[config.mk]
export PLATFORM = sky130hd
export DESIGN_NAME = tomasulo_unit
export DESIGN_NICKNAME = d
export VERILOG_FILES = /design/src/source/tomasulo_pkg.sv /design/src/source/map_table.sv /design/src/source/reg_file.sv /design/src/source/rs.sv /design/src/source/exec_unit.sv /design/src/source/tomasulo_unit.sv
export SDC_FILE = /design/constraint.sdc
export NUM_CORES = 2
export LEC_CHECK = 0
export BUFFER_PORTS_ARGS = -buffer_cell sky130_fd_sc_hd__buf_2
export CORE_UTILIZATION = 48
export CTS_CLUSTER_SIZE = 30
export DETAILED_ROUTE_END_ITERATION = 10
export SKIP_CTS_REPAIR_TIMING = 1
export SYNTH_ARGS = -nofsm -noshare
export SYNTH_HDL_FRONTEND = slang
export SYNTH_HIERARCHICAL = 1
export SYNTH_SLANG_ARGS = --single-unit
[constraint.sdc]
create_clock -name clock -period 18.1 [get_ports clock]
set_input_delay 0 -clock clock [delete_from_list [all_inputs] [get_ports clock]]
set_output_delay 0 -clock clock [all_outputs]
set_load 0.05 [all_outputs]
[src/source/tomasulo_pkg.sv]
package tomasulo_pkg;

    // Datapath sizes
    localparam int word_width = 32;
    localparam int num_regs   = 8;

    // Data word carried by the register file, the stations and the CDB
    typedef logic [word_width-1:0] word_t;

    typedef logic [2:0]  reg_idx_t;  // Architectural register r0..r7
    typedef logic [2:0]  rs_tag_t;   // Station entry that produces a value
    typedef logic [15:0] imm_t;      // Zero-extended on use

    // Highest tag is never an entry
    // A register or operand carrying it already holds its value
    localparam rs_tag_t TAG_NONE = 3'd7;

    typedef enum logic [2:0] {
        op_li  = 3'd0,  // Immediate into dest, sources ignored
        op_add = 3'd1,
        op_sub = 3'd2,
        op_and = 3'd3,
        op_xor = 3'd4,
        op_mul = 3'd5   // Low 32 bits of the product
    } alu_op_t;

    // Multiplies live in their own entries, everything else in the ALU ones
    function automatic logic is_mul(alu_op_t op);
        return op == op_mul;
    endfunction

    // Operand value at dispatch
    // Register file if nothing is pending, CDB if the producer finishes now
    function automatic word_t capture_value(rs_tag_t map_tag, word_t reg_value,
                                            logic cdb_valid, rs_tag_t cdb_tag,
                                            word_t cdb_value);
        word_t value;
        value = reg_value;
        if (map_tag != TAG_NONE && cdb_valid && map_tag == cdb_tag) begin
            value = cdb_value;
        end
        return value;
    endfunction

endpackage

[src/source/map_table.sv]
`timescale 1ns/1ps

module map_table (
    input  logic                                clock,
    input  logic                                reset,
    input  tomasulo_pkg::reg_idx_t              src1,
    input  tomasulo_pkg::reg_idx_t              src2,
    input  tomasulo_pkg::reg_idx_t              dest,
    input  logic                                alloc_valid,
    input  tomasulo_pkg::rs_tag_t               alloc_tag,
    input  logic                                cdb_valid,
    input  tomasulo_pkg::rs_tag_t               cdb_tag,
    output tomasulo_pkg::rs_tag_t               tag1,
    output tomasulo_pkg::rs_tag_t               tag2,
    output logic [tomasulo_pkg::num_regs-1:0]   write_mask
);
    import tomasulo_pkg::*;

    rs_tag_t tags [num_regs];  // Pending producer per register

    // Rename lookup for the instruction being dispatched
    assign tag1 = tags[src1];
    assign tag2 = tags[src2];

    // A broadcast retires the mapping that still names its tag,
    // unless the dispatch in this cycle renames the register again
    always_comb begin
        for (int i = 0; i < num_regs; i++) begin
            write_mask[i] = cdb_valid && tags[i] != TAG_NONE && tags[i] == cdb_tag
                            && !(alloc_valid && dest == reg_idx_t'(i));
        end
    end

    always_ff @(posedge clock or posedge reset) begin
        if (reset) begin
            for (int i = 0; i < num_regs; i++) begin
                tags[i] <= TAG_NONE;
            end
        end else begin
            for (int i = 0; i < num_regs; i++) begin
                if (write_mask[i]) begin
                    tags[i] <= TAG_NONE;  // Value now lives in reg_file
                end
            end
            if (alloc_valid) begin
                tags[dest] <= alloc_tag;  // Youngest writer wins
            end
        end
    end

endmodule

[src/source/reg_file.sv]
`timescale 1ns/1ps

module reg_file (
    input  logic                                clock,
    input  logic                                reset,
    input  tomasulo_pkg::reg_idx_t              src1,
    input  tomasulo_pkg::reg_idx_t              src2,
    input  tomasulo_pkg::reg_idx_t              read_index,
    input  logic [tomasulo_pkg::num_regs-1:0]   write_mask,
    input  tomasulo_pkg::word_t                 cdb_value,
    output tomasulo_pkg::word_t                 value1,
    output tomasulo_pkg::word_t                 value2,
    output tomasulo_pkg::word_t                 read_value
);
    import tomasulo_pkg::*;

    word_t regs [num_regs];

    // A same-cycle CDB write shows up in the reads one cycle later
    assign value1     = regs[src1];
    assign value2     = regs[src2];
    assign read_value = regs[read_index];  // Debug port

    // The mask already excludes stale tags and same-cycle renames
    always_ff @(posedge clock or posedge reset) begin
        if (reset) begin
            for (int i = 0; i < num_regs; i++) begin
                regs[i] <= '0;
            end
        end else begin
            for (int i = 0; i < num_regs; i++) begin
                if (write_mask[i]) begin
                    regs[i] <= cdb_value;
                end
            end
        end
    end

endmodule

[src/source/rs.sv]
`timescale 1ns/1ps

module rs #(
    parameter int alu_entries = 3,
    parameter int mul_entries = 2
) (
    input  logic                    clock,
    input  logic                    reset,
    input  logic                    dispatch_valid,
    input  tomasulo_pkg::alu_op_t   dispatch_op,
    input  tomasulo_pkg::imm_t      dispatch_imm,
    input  tomasulo_pkg::rs_tag_t   tag1,
    input  tomasulo_pkg::rs_tag_t   tag2,
    input  tomasulo_pkg::word_t     value1,
    input  tomasulo_pkg::word_t     value2,
    input  logic                    cdb_valid,
    input  tomasulo_pkg::rs_tag_t   cdb_tag,
    input  tomasulo_pkg::word_t     cdb_value,
    output logic                    alloc_valid,
    output tomasulo_pkg::rs_tag_t   alloc_tag,
    output logic                    alu_slot_free,
    output logic                    mul_slot_free,
    output logic                    issue_valid,
    output tomasulo_pkg::rs_tag_t   issue_tag,
    output tomasulo_pkg::alu_op_t   issue_op,
    output tomasulo_pkg::word_t     issue_a,
    output tomasulo_pkg::word_t     issue_b
);
    import tomasulo_pkg::*;

    // ALU entries first and multiply entries above them
    localparam int num_entries = alu_entries + mul_entries;

    logic [num_entries-1:0] busy;    // Held from dispatch until own broadcast
    logic [num_entries-1:0] issued;  // Sent to exec_unit with the result still in flight
    alu_op_t                entry_op    [num_entries];
    rs_tag_t                entry_tag_a [num_entries];  // TAG_NONE once ready
    rs_tag_t                entry_tag_b [num_entries];
    word_t                  entry_val_a [num_entries];
    word_t                  entry_val_b [num_entries];

    logic [num_entries-1:0] wake_a;
    logic [num_entries-1:0] wake_b;

    logic    dispatch_mul;
    rs_tag_t cap_tag_a;
    rs_tag_t cap_tag_b;
    word_t   cap_val_a;
    word_t   cap_val_b;

    assign dispatch_mul = is_mul(dispatch_op);

    // Lowest free entry of the dispatched class
    always_comb begin
        alloc_valid = 1'b0;
        alloc_tag   = TAG_NONE;
        for (int i = num_entries - 1; i >= 0; i--) begin
            if (dispatch_valid && !busy[i] && ((i >= alu_entries) == dispatch_mul)) begin
                alloc_valid = 1'b1;
                alloc_tag   = rs_tag_t'(i);
            end
        end
    end

    always_comb begin
        alu_slot_free = 1'b0;
        mul_slot_free = 1'b0;
        for (int i = 0; i < num_entries; i++) begin
            if (!busy[i]) begin
                if (i < alu_entries) begin
                    alu_slot_free = 1'b1;
                end else begin
                    mul_slot_free = 1'b1;
                end
            end
        end
    end

    // Operand capture at dispatch
    always_comb begin
        cap_val_a = capture_value(tag1, value1, cdb_valid, cdb_tag, cdb_value);
        cap_val_b = capture_value(tag2, value2, cdb_valid, cdb_tag, cdb_value);
        cap_tag_a = (cdb_valid && tag1 == cdb_tag) ? TAG_NONE : tag1;
        cap_tag_b = (cdb_valid && tag2 == cdb_tag) ? TAG_NONE : tag2;
        if (dispatch_op == op_li) begin
            // Immediate rides in operand a with nothing to wait for
            cap_tag_a = TAG_NONE;
            cap_tag_b = TAG_NONE;
            cap_val_a = {16'h0000, dispatch_imm};
            cap_val_b = '0;
        end
    end

    // Waiting operands that the current broadcast completes
    always_comb begin
        for (int i = 0; i < num_entries; i++) begin
            wake_a[i] = cdb_valid && busy[i] && entry_tag_a[i] != TAG_NONE
                        && entry_tag_a[i] == cdb_tag;
            wake_b[i] = cdb_valid && busy[i] && entry_tag_b[i] != TAG_NONE
                        && entry_tag_b[i] == cdb_tag;
        end
    end

    // Issue picks the lowest ready entry not yet sent
    always_comb begin
        issue_valid = 1'b0;
        issue_tag   = TAG_NONE;
        issue_op    = op_li;
        issue_a     = '0;
        issue_b     = '0;
        for (int i = num_entries - 1; i >= 0; i--) begin
            if (busy[i] && !issued[i] && entry_tag_a[i] == TAG_NONE
                    && entry_tag_b[i] == TAG_NONE) begin
                issue_valid = 1'b1;
                issue_tag   = rs_tag_t'(i);
                issue_op    = entry_op[i];
                issue_a     = entry_val_a[i];
                issue_b     = entry_val_b[i];
            end
        end
    end

    // Entry control state
    always_ff @(posedge clock or posedge reset) begin
        if (reset) begin
            busy   <= '0;
            issued <= '0;
            for (int i = 0; i < num_entries; i++) begin
                entry_tag_a[i] <= TAG_NONE;
                entry_tag_b[i] <= TAG_NONE;
            end
        end else begin
            for (int i = 0; i < num_entries; i++) begin
                if (wake_a[i]) begin
                    entry_tag_a[i] <= TAG_NONE;
                end
                if (wake_b[i]) begin
                    entry_tag_b[i] <= TAG_NONE;
                end
                if (cdb_valid && cdb_tag == rs_tag_t'(i)) begin
                    busy[i]   <= 1'b0;  // Own result is out
                    issued[i] <= 1'b0;
                end
            end
            if (issue_valid) begin
                issued[issue_tag] <= 1'b1;
            end
            // Only a free entry is allocated, so no clash with the lines above
            if (alloc_valid) begin
                busy[alloc_tag]        <= 1'b1;
                issued[alloc_tag]      <= 1'b0;
                entry_tag_a[alloc_tag] <= cap_tag_a;
                entry_tag_b[alloc_tag] <= cap_tag_b;
            end
        end
    end

    // Entry payload
    always_ff @(posedge clock) begin
        for (int i = 0; i < num_entries; i++) begin
            if (wake_a[i]) begin
                entry_val_a[i] <= cdb_value;
            end
            if (wake_b[i]) begin
                entry_val_b[i] <= cdb_value;
            end
        end
        if (alloc_valid) begin
            entry_op[alloc_tag]    <= dispatch_op;
            entry_val_a[alloc_tag] <= cap_val_a;
            entry_val_b[alloc_tag] <= cap_val_b;
        end
    end

endmodule

[src/source/exec_unit.sv]
`timescale 1ns/1ps

module exec_unit (
    input  logic                    clock,
    input  logic                    reset,
    input  logic                    issue_valid,
    input  tomasulo_pkg::rs_tag_t   issue_tag,
    input  tomasulo_pkg::alu_op_t   issue_op,
    input  tomasulo_pkg::word_t     issue_a,
    input  tomasulo_pkg::word_t     issue_b,
    output logic                    cdb_valid,
    output tomasulo_pkg::rs_tag_t   cdb_tag,
    output tomasulo_pkg::word_t     cdb_value
);
    import tomasulo_pkg::*;

    word_t alu_result;

    // Stage one registers
    logic    s1_valid;
    rs_tag_t s1_tag;
    alu_op_t s1_op;
    word_t   s1_a;
    word_t   s1_b;
    word_t   s1_alu;

    word_t product;

    // Single-cycle operations resolved before stage one
    always_comb begin
        case (issue_op)
            op_li:   alu_result = issue_a;  // Immediate already in operand a
            op_add:  alu_result = issue_a + issue_b;
            op_sub:  alu_result = issue_a - issue_b;
            op_and:  alu_result = issue_a & issue_b;
            op_xor:  alu_result = issue_a ^ issue_b;
            default: alu_result = '0;       // Multiply finishes in stage two
        endcase
    end

    assign product = s1_a * s1_b;  // Truncates to the low word

    always_ff @(posedge clock or posedge reset) begin
        if (reset) begin
            s1_valid  <= 1'b0;
            cdb_valid <= 1'b0;
        end else begin
            s1_valid  <= issue_valid;
            cdb_valid <= s1_valid;
        end
    end

    always_ff @(posedge clock) begin
        s1_tag <= issue_tag;
        s1_op  <= issue_op;
        s1_a   <= issue_a;
        s1_b   <= issue_b;
        s1_alu <= alu_result;

        // Stage two onto the CDB
        cdb_tag   <= s1_tag;
        cdb_value <= is_mul(s1_op) ? product : s1_alu;
    end

endmodule

[src/source/tomasulo_unit.sv]
`timescale 1ns/1ps

module tomasulo_unit #(
    parameter int alu_entries = 3,
    parameter int mul_entries = 2  // Sum must stay at most 7
) (
    input  logic                    clock,
    input  logic                    reset,
    input  logic                    dispatch_valid,
    input  tomasulo_pkg::alu_op_t   dispatch_op,
    input  tomasulo_pkg::reg_idx_t  dispatch_dest,
    input  tomasulo_pkg::reg_idx_t  dispatch_src1,
    input  tomasulo_pkg::reg_idx_t  dispatch_src2,
    input  tomasulo_pkg::imm_t      dispatch_imm,
    output logic                    alu_slot_free,
    output logic                    mul_slot_free,
    output logic                    cdb_valid,
    output tomasulo_pkg::rs_tag_t   cdb_tag,
    output tomasulo_pkg::word_t     cdb_value,
    input  tomasulo_pkg::reg_idx_t  read_index,
    output tomasulo_pkg::word_t     read_value
);
    import tomasulo_pkg::*;

    // Rename and operand read
    rs_tag_t tag1;
    rs_tag_t tag2;
    word_t   value1;
    word_t   value2;
    logic [num_regs-1:0] write_mask;

    // Station to map table
    logic    alloc_valid;
    rs_tag_t alloc_tag;

    // Station to execute
    logic    issue_valid;
    rs_tag_t issue_tag;
    alu_op_t issue_op;
    word_t   issue_a;
    word_t   issue_b;

    map_table map_table_i (
        .clock       (clock),
        .reset       (reset),
        .src1        (dispatch_src1),
        .src2        (dispatch_src2),
        .dest        (dispatch_dest),
        .alloc_valid (alloc_valid),
        .alloc_tag   (alloc_tag),
        .cdb_valid   (cdb_valid),
        .cdb_tag     (cdb_tag),
        .tag1        (tag1),
        .tag2        (tag2),
        .write_mask  (write_mask)
    );

    reg_file reg_file_i (
        .clock      (clock),
        .reset      (reset),
        .src1       (dispatch_src1),
        .src2       (dispatch_src2),
        .read_index (read_index),
        .write_mask (write_mask),
        .cdb_value  (cdb_value),
        .value1     (value1),
        .value2     (value2),
        .read_value (read_value)
    );

    rs #(
        .alu_entries (alu_entries),
        .mul_entries (mul_entries)
    ) rs_i (
        .clock          (clock),
        .reset          (reset),
        .dispatch_valid (dispatch_valid),
        .dispatch_op    (dispatch_op),
        .dispatch_imm   (dispatch_imm),
        .tag1           (tag1),
        .tag2           (tag2),
        .value1         (value1),
        .value2         (value2),
        .cdb_valid      (cdb_valid),
        .cdb_tag        (cdb_tag),
        .cdb_value      (cdb_value),
        .alloc_valid    (alloc_valid),
        .alloc_tag      (alloc_tag),
        .alu_slot_free  (alu_slot_free),
        .mul_slot_free  (mul_slot_free),
        .issue_valid    (issue_valid),
        .issue_tag      (issue_tag),
        .issue_op       (issue_op),
        .issue_a        (issue_a),
        .issue_b        (issue_b)
    );

    exec_unit exec_unit_i (
        .clock       (clock),
        .reset       (reset),
        .issue_valid (issue_valid),
        .issue_tag   (issue_tag),
        .issue_op    (issue_op),
        .issue_a     (issue_a),
        .issue_b     (issue_b),
        .cdb_valid   (cdb_valid),
        .cdb_tag     (cdb_tag),
        .cdb_value   (cdb_value)
    );

endmodule

; Word-level counts from Yosys, hierarchy flattened
; Memory sizes are Yosys's and may differ from the RTL's.
; Cells that the tools add are included.
[word_totals]
ram_bits = 335
memories = 3
wordCells = 384
reg_bits = 459
[memory_table]
columns = memory, words, width, read_ports, rd_clocked_by_memory_dff, write_ports, line_no
row1 = rs_i.entry_val_a, 5, 32, 5, 0, 6, rs.sv:39  ; word_t entry_val_a [num_entries];
row2 = rs_i.entry_val_b, 5, 32, 5, 0, 6, rs.sv:40  ; word_t entry_val_b [num_entries];
row3 = rs_i.entry_op, 5, 3, 5, 0, 1, rs.sv:36  ; alu_op_t entry_op [num_entries];
[op_classes]
n_mul = 1
n_bitwise = 12
muxes = 132
order_cmp = 11
eq_ne = 67
add_sub_neg = 2
n_reduce_logical = 119
[ops]
columns = operator, n
row1 = 32-bit 2-to-1 mux, 21
row2 = 32-bit binary-select mux with 3-bit select, 3
row3 = 32-bit one-hot mux with 5 select lines, 1
row4 = 3-bit 2-to-1 mux, 41
row5 = 1-bit logical AND, 97
row6 = 3-bit equality test, 20
row7 = "3-bit inequality test, second input constant", 20
row8 = "3-bit equality test, second input constant", 18
row9 = 1-bit 2-to-1 mux, 49
row10 = 32-bit adder, 1
row11 = 32-bit AND, 1
row12 = 32-bit by 32-bit multiplier with 32-bit output, 1
row13 = 32-bit subtractor, 1
row14 = 32-bit XOR, 1
row15 = 15-bit bitwise mux, 2
row16 = 15-bit 2-to-1 mux, 2
row17 = 24-bit bitwise mux, 1
row18 = 24-bit 2-to-1 mux, 1
row19 = "4-bit greater-or-equal comparator, second input constant", 5
row20 = 3-bit inverter with 4-bit output, 5
row21 = 3-bit binary-select mux with 3-bit select, 2
row22 = 3-bit demux with 3-bit select, 2
row23 = "3-bit by 2-bit equality test with 1-bit output, second input constant", 6
row24 = 1-bit zero test, 18
row25 = 12 further kinds, 25

; Depth between registers and ports, before layout
[depth]
ltp_word = 17
mapped_depth = 28
ltp_nobuf = 25

; By module
; The synthesis kept the hierarchy.
[by_module_without_submodules]
columns = module, area_each_um2, cells_each, n_inst
row1 = exec_unit, 22120.0, 2397, 1
row2 = rs, 19059.5, 1535, 1
row3 = reg_file, 15695.1, 887, 1
row4 = map_table, 2082.0, 219, 1

; Least setup slack after synthesis
; No wires, ideal clock.
[synth_path]
kind = reg-to-reg
startpoint = reg exec_unit_i.s1_b[3]
endpoint = reg exec_unit_i.cdb_value[23]
required_time_ns = 17.983
arrival_ns = 6.848
synth_period_minus_slack_ns = 6.966
setup_slack_ns = 11.134
stages_incl_launch_ff = 27
n_path_buf = 3
cell_sequence = dfxtp_1 > clkbuf_1 > clkbuf_1 > and2_1 > fa_1 > inv_1 > fa_1 > fa_1 > fa_1 > inv_1 > fa_1 > inv_1 > fa_1 > inv_1 > fa_1 > fa_1 > ha_1 > clkbuf_1 > nand2_1 > a21o_1 > or4_1 > a21boi_0 > o21ai_0 > a21oi_1 > o21ai_0 > mux2i_1 > nand2_1
[synth_via]
elab_chain_cells = 2
[synth_lines]
columns = element, line_no
row1 = "start, declared", exec_unit.sv:24  ; word_t s1_b;
row2 = "start signal, assigned", exec_unit.sv:57  ; s1_b <= issue_b;
row3 = 32-bit by 32-bit multiplier with 32-bit output, exec_unit.sv:41  ; assign product = s1_a * s1_b;
row4 = 32-bit 2-to-1 mux, exec_unit.sv:62  ; cdb_value <= is_mul(s1_op) ? product : s1_alu;
row5 = "end signal, assigned", exec_unit.sv:62
row6 = "end, declared", exec_unit.sv:13  ; output tomasulo_pkg::word_t cdb_value
; No other way between the ends.
; A chain may end at the register's enable or synchronous reset.

; Worst setup path after layout
[layout_path]
startpoint = reg exec_unit_i.s1_a[9]
endpoint = reg exec_unit_i.cdb_value[23]
[layout_via]
elab_chain_cells = 2
[layout_lines]
columns = element, line_no
row1 = "start, declared", exec_unit.sv:23  ; word_t s1_a;
row2 = "start signal, assigned", exec_unit.sv:56  ; s1_a <= issue_a;
row3 = 32-bit by 32-bit multiplier with 32-bit output, exec_unit.sv:41
row4 = 32-bit 2-to-1 mux, exec_unit.sv:62
; No other way between the ends.

==> PnR_summary.wiki <==
{| class="wikitable"
! Metric !! Value
|-
| Antenna violations before repair || 3
|-
| Filler Cell Count || 10600
|-
| Gate count after technology mapping || 5038
|-
| FF/Latch Area || 20900 sq um
|-
| Top fanout value on the critical path || 23
|-
| Initial DRC count || 3369
|-
| End of the worst register-to-register path || exec_unit_i/cdb_value[23]
|-
| Total negative slack || 0 ns
|-
| Setup crit start || exec_unit_i/s1_a[9]
|-
| Die Area || 124000 sq um
|-
| Number of global-route vias before repair || 41500
|-
| Average wire length per cell after detail routing || 25.6 um
|-
| Number of nets at the end of the flow || 5592
|-
| Count of port buffers added during placement || 103
|-
| Die height || 352 um
|-
| Final number of setup-violating endpoints || 0
|-
| Crit-path most repeated cell || fa_1
|-
| Number of enable flip-flop cells after synthesis || 335
|-
| R2R cell count || 24
|-
| Area of the core region || 122000 sq um
|-
| Critical Path Start Type || register
|-
| Clock tree from TritonCTS || yes
|-
| Die span in x || 352 um
|-
| Category of the critical setup timing path || register to register
|-
| Largest net degree at the start of global routing || 155
|-
| Cell taking the most area after synthesis || edfxtp_1
|-
| Most common cell in the synthesized netlist || nand2_1
|-
| Total vias in the final route || 40700
|-
| Post-synth top area share || 0.171
|-
| Latest clock arrival within the worst-skew pair || 0.65 ns
|-
| Final RePlAce weighted congestion || 0.879
|-
| Cell chosen for the clock root || clkbuf_16
|-
| Synth unique cells || 96
|-
| Clock Sink Count || 794
|-
| R2R Path Start || exec_unit_i/s1_a[9]
|-
| Critical path capture point type || register
|-
| Post-layout instance area || 63400 sq um
|-
| Syn Area/Cell || 11.7 sq um
|-
| Worst slew pin tran || 1.25 ns
|-
| Post-route antenna net violation count || 0
|-
| Final hold violation count || 0
|-
| Total grt overflow || 0
|-
| Worst min-delay path class || input port to register
|-
| Highest-delay cell along the critical path || dfxtp_1
|-
| Total number of cells along the worst setup path || 24
|-
| Peak per-stage delay on the critical path || 1.08 ns
|-
| Period utilisation layout || 0.431
|-
| Final routed DRC violation total || 0
|-
| First-pass iteration count of the detailed router || 5
|-
| Layout cell share with drive strength beyond 1 || 0.201
|-
| Wire length of the first global-routing pass || 262000 um
|-
| Syn. warnings || 6
|-
| Final HPWL from detailed placement || 113000 um
|-
| Dominant cells by area after synthesis || edfxtp_1 17%, fa_1 14%, dfrtp_1 11%, mux2_2 9.2%, mux4_1 5.7%
|-
| Summed instance area of the synthesized netlist || 59000 sq um
|-
| Combined area of the multi-input logic cells || 34900 sq um
|-
| Most used flip-flop cell after synthesis || edfxtp_1
|-
| I/O pin total || 104
|-
| Total number of H-tree levels || 3
|-
| Data arrival time of the critical path || 8.33 ns
|-
| Headroom to the max-slew limit || 0.162
|-
| WP buf/inv || 5
|-
| Post-placement worst setup slack || 10.29 ns
|-
| Total Wirelength || 170000 um
|-
| Number of buffers created by CTS || 84
|-
| Initial core utilization || 0.484
|-
| Final Max Slew Viols || 0
|-
| Commonest cells post-synth || 562 x nand2_1, 484 x mux2_2, 409 x fa_1
|-
| Run status || finished, final reports clean
|-
| Destination of the critical timing path || exec_unit_i/cdb_value[23]
|-
| Worst-path clk slew || 0.06 ns
|-
| Syn_nets || 5668
|-
| Global Route Usage Sum || 0.275
|-
| Proportion of synthesized flip-flops having asynchronous set or reset || 0.406
|-
| Layout Skew || 0.0244 ns
|-
| Relative area change from synthesis to final layout || 7.50%
|-
| Cell row count || 128
|-
| Synthesized flop and latch total || 794
|-
| Post-route minimum period || 7.80 ns
|-
| Maximum buffer depth of the clock tree || 3
|-
| Seq/Total Area, Yosys || 0.355
|-
| Total cell area at the placement stage || 60600 sq um
|-
| MaxCap Viol Count || 0
|-
| Crit-path cells || nand2_1 -> fa_1 -> inv_1 -> fa_1 -> fa_1 -> inv_1 -> fa_1 -> inv_1 -> fa_1 -> inv_1 -> fa_1 -> inv_1 -> fa_1 -> fa_1 -> ha_1 -> nand2_1 -> a21o_1 -> or4_1 -> a21boi_0 -> o21ai_0 -> a21oi_1 -> o21ai_0 -> mux2i_1 -> nand2_1
|-
| Family of cells with the greatest summed delay on the critical path || adder cells
|-
| Req. time, crit path || 18.63 ns
|-
| Setup repair after global routing missed its margin || no
|-
| Maximum frequency from static timing analysis || 0.128 GHz
|-
| Via density per instance || 6.11
|-
| Register-to-Register Setup Slack || 10.30 ns
|-
| Setup slack after layout || 10.30 ns
|}
-- cells in the final DEF, fill, tap and decap left out, types with 13 or more instances in the layout --
| cell | count |
|---|---|
| nand2_1 | 561 |
| mux2_2 | 484 |
| fa_1 | 409 |
| inv_1 | 395 |
| edfxtp_1 | 335 |
| and2_1 | 317 |
| dfrtp_1 | 268 |
| ha_1 | 187 |
| o2bb2ai_1 | 146 |
| dfxtp_1 | 136 |
| mux4_1 | 127 |
| xnor2_1 | 125 |
| nor2_1 | 117 |
| a21oi_1 | 103 |
| buf_2 | 98 |
| buf_4 | 97 |
| clkbuf_16 | 91 |
| nand3_1 | 86 |
| mux4_2 | 76 |
| o21ai_0 | 69 |
| o22ai_1 | 69 |
| a41oi_1 | 69 |
| xor2_1 | 68 |
| a22oi_1 | 54 |
| dfstp_2 | 54 |
| mux2_1 | 46 |
| a21o_1 | 36 |
| clkbuf_1 | 33 |
| o221ai_1 | 26 |
| a31oi_1 | 22 |
| nand4_1 | 17 |
| dlygate4sd3_1 | 17 |
| nor3_1 | 15 |
| clkinv_2 | 14 |
| nand2b_1 | 13 |
| or2_2 | 13 |
-- routing by layer --
metal,GRT usage,routed length [um]
met5,0,0
met4,0.0756,3900
met3,0.0297,10500
met2,0.451,81600
met1,0.388,74300
-- through the flow --
step | util | std cells | hold WS (ns)
2_1_floorplan | - | 5038 | -0.259
3_3_place_gp | 0.497 | 6484 | -0.0534
3_5_place_dp | 0.497 | 6484 | -0.0501
4_1_cts | 0.519 | 6637 | -0.721
5_1_grt | 0.520 | 6654 | 0.0162
6_report | 0.520 | 6655 | 0.00696
-- flip-flops by register name, summed over array words and instances (netlist names) --
name / flops
exec_unit_i/cdb_tag: 3
exec_unit_i/cdb_valid: 1
exec_unit_i/cdb_value: 32
exec_unit_i/s1_a: 32
exec_unit_i/s1_alu: 32
exec_unit_i/s1_b: 32
exec_unit_i/s1_op: 3
exec_unit_i/s1_tag: 3
exec_unit_i/s1_valid: 1
map_table_i/tags: 24
reg_file_i/regs: 256
rs_i/busy: 5
rs_i/entry_op: 15
rs_i/entry_tag_a: 15
rs_i/entry_tag_b: 15
rs_i/entry_val_a: 160
rs_i/entry_val_b: 160
rs_i/issued: 5
-- cell families after synthesis --
| family | synth area share |
|---|---|
| compound gates | 0.0856 |
| simple gates | 0.105 |
| fa+ha+maj | 0.179 |
| xor+xnor | 0.0287 |
| mux | 0.191 |
| buf+inv | 0.0566 |
| flops | 0.355 |
-- worst reg2reg max path, delay by kind of cell, from the launching register on --
family,cells,cell delay (ns)
flip-flops,1,1.08
AO/OA/AOI/OAI,5,0.92
adder cells (fa/ha/maj),9,4.32
multiplexers,1,0.17
AND/OR/NAND/NOR,4,0.90
buffers and inverters,5,0.28
-- cell type report --
class	count	share of cell area
Antenna cell	1	0.0000395
Clock buffer	133	0.0398
Clock inverter	20	0.00156
Inverter	397	0.0236
Multi-Input combinational cell	3472	0.550
Sequential cell	794	0.330
Tap cell	1625	0.0321
Timing Repair Buffer	213	0.0222
-- worst min-delay path by stage --
stage / endpoint / from / slack [ns] / cells after the start
2_1_floorplan: exec_unit_i/cdb_valid / reset / -0.26 / 1
3_3_place_gp: exec_unit_i/s1_valid / reset / -0.05 / 2
3_5_place_dp: exec_unit_i/cdb_valid / reset / -0.05 / 2
4_1_cts: exec_unit_i/s1_valid / reset / -0.72 / 2
5_1_grt: rs_i/entry_val_a[1][6] / dispatch_imm[6] / 0.02 / 4
6_report: rs_i/entry_val_a[1][6] / dispatch_imm[6] / 0.007 / 4
Power is not shown: default switching activity piles up to over one toggle a cycle in this logic, so the estimate is an artifact.
